File: config.mk
export PLATFORM = sky130hd
export DESIGN_NAME = lane_sequencer
export DESIGN_NICKNAME = d
export VERILOG_FILES = /design/src/design/lane_seq_pkg.sv /design/src/design/req_intake.sv /design/src/design/req_buffer.sv /design/src/design/lane_dispatch.sv /design/src/design/operand_cmd_slots.sv /design/src/design/lane_sequencer.sv
export SDC_FILE = /design/constraint.sdc
export NUM_CORES = 1
export LEC_CHECK = 0
export BUFFER_PORTS_ARGS = -buffer_cell sky130_fd_sc_hd__clkbuf_2
export CAP_MARGIN = 25
export CORE_MARGIN = 5
export CORE_UTILIZATION = 30
export DETAILED_ROUTE_END_ITERATION = 10
export GPL_TIMING_DRIVEN = 0
export PLACE_DENSITY = 0.55
export SYNTH_ARGS = -nofsm -noshare
export SYNTH_HDL_FRONTEND = slang
export SYNTH_SLANG_ARGS = --single-unit
File: constraint.sdc
create_clock -name clk_i -period 13.4 [get_ports clk_i]
set_clock_uncertainty 0.2 [all_clocks]
set_input_delay 1.34 -clock clk_i [delete_from_list [all_inputs] [get_ports clk_i]]
set_output_delay 1.34 -clock clk_i [all_outputs]
set_load 0.02 [all_outputs]
File: src/design/lane_seq_pkg.sv
// Sizes, queue indices and types shared by the lane sequencer blocks
// The lane count is fixed at 4; LANE_IDX_W and the split logic assume a power of two
package lane_seq_pkg;

  ////////////////////
  // Sizes
  ////////////////////

  localparam int unsigned NR_LANES   = 4;
  localparam int unsigned LANE_IDX_W = 2;
  localparam int unsigned NR_VINSN   = 8;
  localparam int unsigned NR_OPQ     = 5;
  localparam int unsigned REQ_DEPTH  = 8;
  localparam int unsigned REQ_PTR_W  = 3;
  localparam int unsigned REQ_CNT_W  = 4;

  // Position of each operand queue in the per-queue ports
  localparam int unsigned ALU_A  = 0;
  localparam int unsigned ALU_B  = 1;
  localparam int unsigned MFPU_A = 2;
  localparam int unsigned MFPU_B = 3;
  localparam int unsigned MFPU_C = 4;

  ////////////////////
  // Types
  ////////////////////

  typedef logic [LANE_IDX_W-1:0] lane_id_t;
  typedef logic [2:0]            vid_t;
  typedef logic [NR_VINSN-1:0]   vid_mask_t;
  typedef logic [15:0]           vl_t;
  typedef logic [4:0]            vreg_t;
  typedef logic [NR_OPQ-1:0]     opq_mask_t;

  typedef enum logic [0:0] {
    VFU_ALU  = 1'b0,
    VFU_MFPU = 1'b1
  } vfu_e;

  // Packed request, from the MSB down:
  // ID, unit, vl, vstart, vs1, vs2, vd, use_vs1, use_vs2, use_vd
  localparam int unsigned REQ_W = $bits(vid_t) + $bits(vfu_e) + 2 * $bits(vl_t) +
                                  3 * $bits(vreg_t) + 3;

  typedef logic [REQ_W-1:0] req_word_t;

endpackage

File: src/design/req_intake.sv
// Accepts each broadcast request once, even while the main sequencer holds it valid
// A repeated ID is only accepted again after valid has been low for a cycle
`timescale 1ns/1ps

module req_intake (
  input  logic                    clk_i,
  input  logic                    rst_ni,
  input  logic                    req_valid_i,
  input  lane_seq_pkg::vid_t      req_id_i,
  input  lane_seq_pkg::vfu_e      req_vfu_i,
  input  lane_seq_pkg::vl_t       req_vl_i,
  input  lane_seq_pkg::vl_t       req_vstart_i,
  input  lane_seq_pkg::vreg_t     req_vs1_i,
  input  lane_seq_pkg::vreg_t     req_vs2_i,
  input  lane_seq_pkg::vreg_t     req_vd_i,
  input  logic                    req_use_vs1_i,
  input  logic                    req_use_vs2_i,
  input  logic                    req_use_vd_i,
  input  logic                    full_i,
  output logic                    push_o,
  output lane_seq_pkg::req_word_t word_o
);
  import lane_seq_pkg::*;

  vid_t last_id_q;
  logic sync_mask_q;
  logic valid_msk;

  // A held broadcast with the ID we already took is hidden from the buffer
  assign valid_msk = req_valid_i & ~(sync_mask_q & (req_id_i == last_id_q));
  assign push_o    = valid_msk & ~full_i;

  always_ff @(posedge clk_i or negedge rst_ni) begin
    if (!rst_ni) begin
      last_id_q   <= '0;
      sync_mask_q <= 1'b0;
    end else begin
      if (push_o) begin
        last_id_q   <= req_id_i;
        sync_mask_q <= 1'b1;
      end else if (!req_valid_i) begin
        // Broadcast is over, the next request may reuse the ID
        sync_mask_q <= 1'b0;
      end
    end
  end

  assign word_o = {req_id_i, req_vfu_i, req_vl_i, req_vstart_i,
                   req_vs1_i, req_vs2_i, req_vd_i,
                   req_use_vs1_i, req_use_vs2_i, req_use_vd_i};

endmodule

File: src/design/req_buffer.sv
// Fall-through request FIFO of REQ_DEPTH entries
// An empty buffer shows the incoming word at the head in the same cycle
// Pushes while full and pops while empty are ignored
`timescale 1ns/1ps

module req_buffer (
  input  logic                    clk_i,
  input  logic                    rst_ni,
  input  logic                    push_i,
  input  lane_seq_pkg::req_word_t word_i,
  input  logic                    pop_i,
  output logic                    full_o,
  output logic                    empty_o,
  output lane_seq_pkg::req_word_t head_o
);
  import lane_seq_pkg::*;

  req_word_t            mem_q [REQ_DEPTH];
  logic [REQ_PTR_W-1:0] wr_ptr_q;
  logic [REQ_PTR_W-1:0] rd_ptr_q;
  logic [REQ_CNT_W-1:0] cnt_q;
  logic                 bypass;
  logic                 push;
  logic                 pop;

  assign bypass  = (cnt_q == '0);
  assign full_o  = (cnt_q == REQ_CNT_W'(REQ_DEPTH));
  assign empty_o = bypass & ~push_i;
  assign head_o  = bypass ? word_i : mem_q[rd_ptr_q];

  assign push = push_i & ~full_o;
  assign pop  = pop_i & ~empty_o;

  // On a pass-through both pointers move together, so the stored copy is never read
  always_ff @(posedge clk_i or negedge rst_ni) begin
    if (!rst_ni) begin
      wr_ptr_q <= '0;
      rd_ptr_q <= '0;
      cnt_q    <= '0;
    end else begin
      if (push) begin
        wr_ptr_q <= wr_ptr_q + REQ_PTR_W'(1);
      end
      if (pop) begin
        rd_ptr_q <= rd_ptr_q + REQ_PTR_W'(1);
      end
      case ({push, pop})
        2'b10:   cnt_q <= cnt_q + REQ_CNT_W'(1);
        2'b01:   cnt_q <= cnt_q - REQ_CNT_W'(1);
        default: cnt_q <= cnt_q;
      endcase
    end
  end

  always_ff @(posedge clk_i) begin
    if (push) begin
      mem_q[wr_ptr_q] <= word_i;
    end
  end

endmodule

File: src/design/lane_dispatch.sv
// Issues the head request to the lane ALU or MFPU and posts its operand commands
// Operand commands are combinational and land in the slots at the next edge
// A request stalls as a whole while any slot of its unit is still occupied
`timescale 1ns/1ps

module lane_dispatch (
  input  logic                                          clk_i,
  input  logic                                          rst_ni,
  input  lane_seq_pkg::lane_id_t                        lane_id_i,
  input  lane_seq_pkg::req_word_t                       head_i,
  input  logic                                          empty_i,
  output logic                                          pop_o,
  input  lane_seq_pkg::vid_mask_t                       vinsn_running_i,
  input  lane_seq_pkg::opq_mask_t                       slot_busy_i,
  output lane_seq_pkg::opq_mask_t                       slot_push_o,
  output lane_seq_pkg::vid_t                            cmd_id_o,
  output lane_seq_pkg::vreg_t [lane_seq_pkg::NR_OPQ-1:0] cmd_vs_o,
  output lane_seq_pkg::vl_t                             cmd_vl_o,
  output lane_seq_pkg::vl_t                             cmd_vstart_o,
  output logic                                          vfu_valid_o,
  output lane_seq_pkg::vfu_e                            vfu_unit_o,
  output lane_seq_pkg::vid_t                            vfu_id_o,
  output lane_seq_pkg::vl_t                             vfu_vl_o,
  output lane_seq_pkg::vl_t                             vfu_vstart_o,
  output lane_seq_pkg::vreg_t                           vfu_vd_o,
  input  lane_seq_pkg::vid_mask_t                       alu_done_i,
  input  lane_seq_pkg::vid_mask_t                       mfpu_done_i,
  output lane_seq_pkg::vid_mask_t                       vinsn_done_o,
  output logic                                          alu_vinsn_done_o,
  output logic                                          mfpu_vinsn_done_o
);
  import lane_seq_pkg::*;

  // Fields of the head request
  vid_t  req_id;
  logic  req_vfu_bit;
  vfu_e  req_vfu;
  vl_t   req_vl;
  vl_t   req_vstart;
  vreg_t req_vs1;
  vreg_t req_vs2;
  vreg_t req_vd;
  logic  req_use_vs1;
  logic  req_use_vs2;
  logic  req_use_vd;

  vl_t       lane_vl;
  vl_t       lane_vstart;
  logic      stall;
  logic      take;
  logic      drop;
  logic      mute;
  logic      issue;
  vid_mask_t running_live;
  vid_mask_t running_d;
  vid_mask_t running_q;
  vid_mask_t done_d;

  // Elements of a length that fall on this lane, with element i on lane i % NR_LANES
  function automatic vl_t lane_share(vl_t total, lane_id_t lane);
    vl_t share;
    share = vl_t'(total / NR_LANES);
    if (lane < total[LANE_IDX_W-1:0]) begin
      share = share + vl_t'(1);
    end
    return share;
  endfunction

  assign {req_id, req_vfu_bit, req_vl, req_vstart, req_vs1, req_vs2, req_vd,
          req_use_vs1, req_use_vs2, req_use_vd} = head_i;
  assign req_vfu = vfu_e'(req_vfu_bit);

  assign lane_vl     = lane_share(req_vl, lane_id_i);
  assign lane_vstart = lane_share(req_vstart, lane_id_i);

  ////////////////////
  // Accept
  ////////////////////

  always_comb begin
    if (req_vfu == VFU_ALU) begin
      stall = slot_busy_i[ALU_A] | slot_busy_i[ALU_B];
    end else begin
      stall = slot_busy_i[MFPU_A] | slot_busy_i[MFPU_B] | slot_busy_i[MFPU_C];
    end
  end

  // Bits the main sequencer has retired are dropped before the ID check
  assign running_live = running_q & vinsn_running_i;

  assign take  = ~empty_i & ~stall;
  assign drop  = take & running_live[req_id];
  assign mute  = take & ~drop & (lane_vl == '0);
  assign issue = take & ~drop & ~mute;
  assign pop_o = take;

  always_comb begin
    running_d = running_live;
    done_d    = alu_done_i | mfpu_done_i;
    if (issue) begin
      running_d[req_id] = 1'b1;
    end
    // Nothing of this instruction runs here, so it is finished right away
    if (mute) begin
      done_d[req_id] = 1'b1;
    end
  end

  ////////////////////
  // Operand commands
  ////////////////////

  always_comb begin
    cmd_vs_o         = '0;
    cmd_vs_o[ALU_A]  = req_vs1;
    cmd_vs_o[ALU_B]  = req_vs2;
    cmd_vs_o[MFPU_A] = req_vs1;
    cmd_vs_o[MFPU_B] = req_vs2;
    cmd_vs_o[MFPU_C] = req_vd;

    slot_push_o = '0;
    if (issue) begin
      if (req_vfu == VFU_ALU) begin
        slot_push_o[ALU_A] = req_use_vs1;
        slot_push_o[ALU_B] = req_use_vs2;
      end else begin
        slot_push_o[MFPU_A] = req_use_vs1;
        slot_push_o[MFPU_B] = req_use_vs2;
        slot_push_o[MFPU_C] = req_use_vd;
      end
    end
  end

  assign cmd_id_o     = req_id;
  assign cmd_vl_o     = lane_vl;
  assign cmd_vstart_o = lane_vstart;

  ////////////////////
  // Registered state
  ////////////////////

  always_ff @(posedge clk_i or negedge rst_ni) begin
    if (!rst_ni) begin
      running_q         <= '0;
      vfu_valid_o       <= 1'b0;
      vinsn_done_o      <= '0;
      alu_vinsn_done_o  <= 1'b0;
      mfpu_vinsn_done_o <= 1'b0;
    end else begin
      running_q         <= running_d;
      vfu_valid_o       <= issue;
      vinsn_done_o      <= done_d;
      alu_vinsn_done_o  <= |alu_done_i;
      mfpu_vinsn_done_o <= |mfpu_done_i;
    end
  end

  always_ff @(posedge clk_i) begin
    if (issue) begin
      vfu_unit_o   <= req_vfu;
      vfu_id_o     <= req_id;
      vfu_vl_o     <= lane_vl;
      vfu_vstart_o <= lane_vstart;
      vfu_vd_o     <= req_vd;
    end
  end

endmodule

File: src/design/operand_cmd_slots.sv
// One registered operand command per queue, held until the operand requester takes it
// A push in the same cycle as ready wins, so back-to-back commands need no gap
`timescale 1ns/1ps

module operand_cmd_slots (
  input  logic                                          clk_i,
  input  logic                                          rst_ni,
  input  lane_seq_pkg::opq_mask_t                       push_i,
  input  lane_seq_pkg::vid_t                            cmd_id_i,
  input  lane_seq_pkg::vreg_t [lane_seq_pkg::NR_OPQ-1:0] cmd_vs_i,
  input  lane_seq_pkg::vl_t                             cmd_vl_i,
  input  lane_seq_pkg::vl_t                             cmd_vstart_i,
  input  lane_seq_pkg::opq_mask_t                       opreq_ready_i,
  output lane_seq_pkg::opq_mask_t                       opreq_valid_o,
  output lane_seq_pkg::vid_t  [lane_seq_pkg::NR_OPQ-1:0] opreq_id_o,
  output lane_seq_pkg::vreg_t [lane_seq_pkg::NR_OPQ-1:0] opreq_vs_o,
  output lane_seq_pkg::vl_t   [lane_seq_pkg::NR_OPQ-1:0] opreq_vl_o,
  output lane_seq_pkg::vl_t   [lane_seq_pkg::NR_OPQ-1:0] opreq_vstart_o
);
  import lane_seq_pkg::*;

  // Occupancy per slot, also read back by the dispatcher as its busy mask
  always_ff @(posedge clk_i or negedge rst_ni) begin
    if (!rst_ni) begin
      opreq_valid_o <= '0;
    end else begin
      opreq_valid_o <= push_i | (opreq_valid_o & ~opreq_ready_i);
    end
  end

  always_ff @(posedge clk_i) begin
    for (int q = 0; q < NR_OPQ; q++) begin
      if (push_i[q]) begin
        opreq_id_o[q]     <= cmd_id_i;
        opreq_vs_o[q]     <= cmd_vs_i[q];
        opreq_vl_o[q]     <= cmd_vl_i;
        opreq_vstart_o[q] <= cmd_vstart_i;
      end
    end
  end

endmodule

File: src/design/lane_sequencer.sv
// Instruction sequencer of one lane: intake, request buffer, dispatcher, operand slots
// Request to VFU outputs takes one edge when the buffer is empty and nothing stalls
`timescale 1ns/1ps

module lane_sequencer (
  input  logic                                          clk_i,
  input  logic                                          rst_ni,
  input  lane_seq_pkg::lane_id_t                        lane_id_i,
  // Main sequencer
  input  logic                                          req_valid_i,
  input  lane_seq_pkg::vid_t                            req_id_i,
  input  lane_seq_pkg::vfu_e                            req_vfu_i,
  input  lane_seq_pkg::vl_t                             req_vl_i,
  input  lane_seq_pkg::vl_t                             req_vstart_i,
  input  lane_seq_pkg::vreg_t                           req_vs1_i,
  input  lane_seq_pkg::vreg_t                           req_vs2_i,
  input  lane_seq_pkg::vreg_t                           req_vd_i,
  input  logic                                          req_use_vs1_i,
  input  logic                                          req_use_vs2_i,
  input  logic                                          req_use_vd_i,
  output logic                                          req_ready_o,
  input  lane_seq_pkg::vid_mask_t                       vinsn_running_i,
  output lane_seq_pkg::vid_mask_t                       vinsn_done_o,
  // Operand requester
  input  lane_seq_pkg::opq_mask_t                       opreq_ready_i,
  output lane_seq_pkg::opq_mask_t                       opreq_valid_o,
  output lane_seq_pkg::vid_t  [lane_seq_pkg::NR_OPQ-1:0] opreq_id_o,
  output lane_seq_pkg::vreg_t [lane_seq_pkg::NR_OPQ-1:0] opreq_vs_o,
  output lane_seq_pkg::vl_t   [lane_seq_pkg::NR_OPQ-1:0] opreq_vl_o,
  output lane_seq_pkg::vl_t   [lane_seq_pkg::NR_OPQ-1:0] opreq_vstart_o,
  // Lane functional units
  output logic                                          vfu_valid_o,
  output lane_seq_pkg::vfu_e                            vfu_unit_o,
  output lane_seq_pkg::vid_t                            vfu_id_o,
  output lane_seq_pkg::vl_t                             vfu_vl_o,
  output lane_seq_pkg::vl_t                             vfu_vstart_o,
  output lane_seq_pkg::vreg_t                           vfu_vd_o,
  input  lane_seq_pkg::vid_mask_t                       alu_done_i,
  input  lane_seq_pkg::vid_mask_t                       mfpu_done_i,
  output logic                                          alu_vinsn_done_o,
  output logic                                          mfpu_vinsn_done_o
);
  import lane_seq_pkg::*;

  logic                   push;
  req_word_t              word;
  logic                   full;
  logic                   empty;
  req_word_t              head;
  logic                   pop;
  opq_mask_t              slot_push;
  vid_t                   cmd_id;
  vreg_t [NR_OPQ-1:0]     cmd_vs;
  vl_t                    cmd_vl;
  vl_t                    cmd_vstart;

  assign req_ready_o = ~full;

  req_intake u_intake (
    .clk_i         (clk_i),
    .rst_ni        (rst_ni),
    .req_valid_i   (req_valid_i),
    .req_id_i      (req_id_i),
    .req_vfu_i     (req_vfu_i),
    .req_vl_i      (req_vl_i),
    .req_vstart_i  (req_vstart_i),
    .req_vs1_i     (req_vs1_i),
    .req_vs2_i     (req_vs2_i),
    .req_vd_i      (req_vd_i),
    .req_use_vs1_i (req_use_vs1_i),
    .req_use_vs2_i (req_use_vs2_i),
    .req_use_vd_i  (req_use_vd_i),
    .full_i        (full),
    .push_o        (push),
    .word_o        (word)
  );

  req_buffer u_buffer (
    .clk_i   (clk_i),
    .rst_ni  (rst_ni),
    .push_i  (push),
    .word_i  (word),
    .pop_i   (pop),
    .full_o  (full),
    .empty_o (empty),
    .head_o  (head)
  );

  lane_dispatch u_dispatch (
    .clk_i             (clk_i),
    .rst_ni            (rst_ni),
    .lane_id_i         (lane_id_i),
    .head_i            (head),
    .empty_i           (empty),
    .pop_o             (pop),
    .vinsn_running_i   (vinsn_running_i),
    .slot_busy_i       (opreq_valid_o),
    .slot_push_o       (slot_push),
    .cmd_id_o          (cmd_id),
    .cmd_vs_o          (cmd_vs),
    .cmd_vl_o          (cmd_vl),
    .cmd_vstart_o      (cmd_vstart),
    .vfu_valid_o       (vfu_valid_o),
    .vfu_unit_o        (vfu_unit_o),
    .vfu_id_o          (vfu_id_o),
    .vfu_vl_o          (vfu_vl_o),
    .vfu_vstart_o      (vfu_vstart_o),
    .vfu_vd_o          (vfu_vd_o),
    .alu_done_i        (alu_done_i),
    .mfpu_done_i       (mfpu_done_i),
    .vinsn_done_o      (vinsn_done_o),
    .alu_vinsn_done_o  (alu_vinsn_done_o),
    .mfpu_vinsn_done_o (mfpu_vinsn_done_o)
  );

  operand_cmd_slots u_slots (
    .clk_i          (clk_i),
    .rst_ni         (rst_ni),
    .push_i         (slot_push),
    .cmd_id_i       (cmd_id),
    .cmd_vs_i       (cmd_vs),
    .cmd_vl_i       (cmd_vl),
    .cmd_vstart_i   (cmd_vstart),
    .opreq_ready_i  (opreq_ready_i),
    .opreq_valid_o  (opreq_valid_o),
    .opreq_id_o     (opreq_id_o),
    .opreq_vs_o     (opreq_vs_o),
    .opreq_vl_o     (opreq_vl_o),
    .opreq_vstart_o (opreq_vstart_o)
  );

endmodule

==> flow_metrics.py <==
metrics = {
    "clock_tree": {
        "cts.path.max_buffers": 3,
        "postCtsSetupBuffers": 0,
        "clk_pin_slew_ns": 0.06,
        "holdBufCountCts": 0,
        "cts_tree": "done",
        "clock_sinks": 699,
        "clock_latency_ns": 0.60,
        "cts_htree_levels": 3,
        "cts_resized": 0,
        "cts-root-buf": "clkbuf_16",
        "cts_buffers": 75,
    },
    "synth": {
        "yosysMostFrequentCell": "edfxtp_1",
        "synth_cells": 1327,
        "yosysTopAreaCell": "edfxtp_1",
        "syn_avg_cell_area_um2": 20.1,
        "synth_area_mm2": 0.0267,
        "async_reset_ff_frac": 0.0544,
        "ys_ff_latch": 699,
        "synth.area.mux_share": 0.112,
        "yosysSeqAreaShare": 0.780,
        "synth_warnings": 0,
        "synthXorXnorAreaFrac": 0.0125,
        "synth_compound_area_frac": 0.0349,
        "synth_top_area_frac": 0.744,
        "synth_ff_type": "edfxtp_1",
        "netlist_top_cells_area": "edfxtp_1 (74%), mux4_2 (7.1%), dfrtp_1 (3.6%)",
        "ys_types": 71,
        "synthTopCellsByCount": "edfxtp_1 (661), mux2i_1 (94), mux4_2 (84)",
        "synthAdderAreaFrac": 0.00497,
        "synth_enable_flop_cells": 661,
        "synth_top_family_by_area": "multiplexers",
        "synthSimpleGateAreaFrac": 0.0362,
    },
    "critical_path": {
        "required_ns": 13.47,
        "worstRegToRegCells": 21,
        "cpMostUsedCell": "buf_6",
        "critPathMaxStageDelay_ns": 0.76,
        "worstReg2RegStart": "u_buffer.cnt_q[2]",
        "cp_slowest_cell": "nor2_4",
        "critPathArrivalTime_ns": 8.18,
        "path_max_fanout": 21,
        "path_cells": "nor4_4 -> buf_6 -> buf_6 -> buf_6 -> buf_4 -> buf_2 -> buf_2 -> clkbuf_1 -> clkbuf_1 -> a21oi_1 -> ha_1 -> a21oi_1 -> nand3_1 -> nand2b_1 -> xnor2_1 -> nor2_1 -> nor4bb_1 -> buf_4 -> buf_6 -> nor2_4 -> buf_12",
        "crit_path_start": "u_buffer.cnt_q[2]",
        "reg2reg_slack_ns": 5.30,
        "end_kind": "flop",
        "worstReg2RegEnd": "u_slots.opreq_vs_o[11]",
        "crit_type": "flop to flop",
        "start_kind": "flop",
    },
    "placed_design": {
        "post-place-ws_ns": 5.29,
        "placed_area_mm2": 0.0308,
        "place.gp.congestion": 0.790,
        "dp.cells": 2897,
        "numPortBuffers": 333,
        "dpl.hpwl_mm": 52.6,
    },
    "final_layout": {
        "finalNonFillerCells": 3040,
        "fin_util": 0.378,
        "finalNetCount": 1908,
        "final_layout_size_suffix_gt1_frac": 0.373,
        "fillers": 8122,
        "design_area_mm2": 0.0334,
        "syn2layout_area_growth_pct": 25.3,
    },
    "routing": {
        "ant_nets": 0,
        "vias_per_cell": 4.67,
        "first_iter_violations": 1080,
        "wire_per_inst_um": 23.8,
        "vias": 14200,
        "wl_met1_mm": 30.4,
        "drt_pre_antenna_iters": 5,
        "top_layer": "met5",
        "route.met3.wl_mm": 6.98,
        "wl_met2_mm": 33.5,
        "wl_mm": 72.4,
        "drcViolationCount": 0,
    },
    "power": {
        "leakage_nw": 11.9,
        "peakVddDrop_mv": 0.194,
        "total_power_mw": 9.57,
        "powerDensity_mw_per_mm2": 286,
    },
    "global_routing": {
        "grt-ovfl-total": 0,
        "grt_pass1_vias": 14800,
        "grt_max_degree": 29,
        "antenna_found_initial": 12,
        "grtUsageTotal": 0.148,
        "grt_pass1_wl_mm": 103,
    },
    "worst_hold_path": {
        "holdPathStages": 2,
        "min_path_type": "flop to flop",
        "hold-path-endpoint": "u_dispatch.running_q[5]",
        "min_from": "u_dispatch.running_q[5]",
    },
    "sta": {
        "hold_viol": 0,
        "worst_pin_slew_ns": 1.02,
        "post-route-period-util": 0.605,
        "setup_viol": 0,
        "timing.fmax_mhz": 123,
        "maxSlewViolCount": 0,
        "rsz0062_at_grt": "false",
        "relSlewSlack": 0.318,
        "setup_slack_ns": 5.30,
        "fin_crit_ns": 8.10,
        "worst_hold_slack_ns": 0.278,
        "tns_ns": 0,
    },
    "floorplan": {
        "pin_count": 346,
        "start_util": 0.302,
        "die_w_um": 308,
        "rows": 109,
        "core_mm2": 0.0884,
        "die_h_um": 308,
        "fp.dieArea_mm2": 0.0950,
    },
    "flow_run": {
        "max_cap_violations": 0,
    },
    "status": {
        "status": "complete, no violations",
    },
}
==> state kept, by name, summed over array words and instances (netlist names), 4 cells and up <==
| name | cells |
|---|---|
| u_buffer.cnt_q | 4 |
| u_buffer.mem_q | 432 |
| u_dispatch.running_q | 8 |
| u_dispatch.vfu_vd_o | 5 |
| u_dispatch.vfu_vl_o | 15 |
| u_dispatch.vfu_vstart_o | 15 |
| u_dispatch.vinsn_done_o | 8 |
| u_slots.opreq_id_o | 15 |
| u_slots.opreq_valid_o | 5 |
| u_slots.opreq_vl_o | 75 |
| u_slots.opreq_vs_o | 25 |
| u_slots.opreq_vstart_o | 75 |
==> logic make-up (layout without fill, tap and decap cells) <==
kind of cell | after synthesis | count (layout)
compound gates | 121 | 121
xor+xnor | 38 | 38
fa+ha+maj | 10 | 10
buf+inv | 77 | 608
flops | 699 | 699
mux | 190 | 190
other cells | 1 | 18
simple gates | 191 | 191
==> placed cells by master, fill, tap and decap left out, drive strengths merged, types with 3 or more instances in the layout <==
master,instances
nor4,9
dfrtp,38
xor2,13
and2,5
mux2,11
nand3b,4
conb,12
nand3,11
clkinvlp,4
clkbuf,441
a22oi,7
a31oi,5
mux4,84
a211o,9
nor3,9
a22o,14
nor2,52
buf,114
o31ai,15
nand2,65
ha,9
xnor2,25
nand4,5
nor3b,6
clkinv,20
o21ai,27
a21oi,26
or3,3
inv,16
edfxtp,661
nand2b,3
and3,3
or2,4
nor2b,7
diode,6
bufinv,13
mux2i,95
o22ai,6
==> layout make-up <==
cell class              instances  area, um^2  share of cell area
inverters                      15        56.3             0.00168
clock inverters                38         527              0.0158
clock buffers                  98        2120              0.0634
plain buffers                  62         482              0.0144
well taps                    1165        1460              0.0436
diodes                          6        15.0            0.000449
flip-flops and latches        699       20800               0.622
multi-input cells             562        5490               0.164
repair buffers                395        2500              0.0747
==> metal layers <==
metal  vias up  global-route usage
li1       6273                   -
met1      7230               0.198
met2       595               0.236
met3       100              0.0497
met4         6              0.0365
met5         -                   0
==> where the power goes <==
part,internal (mW),switching [mW]
combinational,1.24,2.55
clock,1.37,0.826
sequential,3.41,0.174
total,6.02,3.55
==> worst max-delay path, delay by kind of cell (launching register included) <==
| kind | cells | cell delay, ns |
|---|---|---|
| AOI/OAI and AO/OA | 2 | 0.54 |
| adders and majority gates | 1 | 0.41 |
| buffers and inverters | 11 | 3.27 |
| and+or+nand+nor | 6 | 2.15 |
| xor gates and xnor gates | 1 | 0.65 |
| DFF | 1 | 0.45 |
==> how the worst max path moves through the flow <==
stage | to | slack [ns] | depth (start not counted)
after CTS | u_slots.opreq_vs_o[11] | 5.28 | 21
after detailed placement | u_slots.opreq_vl_o[32] | 5.29 | 21
after floorplan | u_buffer.mem_q[6][0] | 6.33 | 6
after global placement | u_buffer.mem_q[6][10] | 0.46 | 7
after global routing | u_slots.opreq_vs_o[11] | 5.03 | 21
final | u_slots.opreq_vs_o[11] | 5.30 | 21
(Power assumes the default switching activity.)
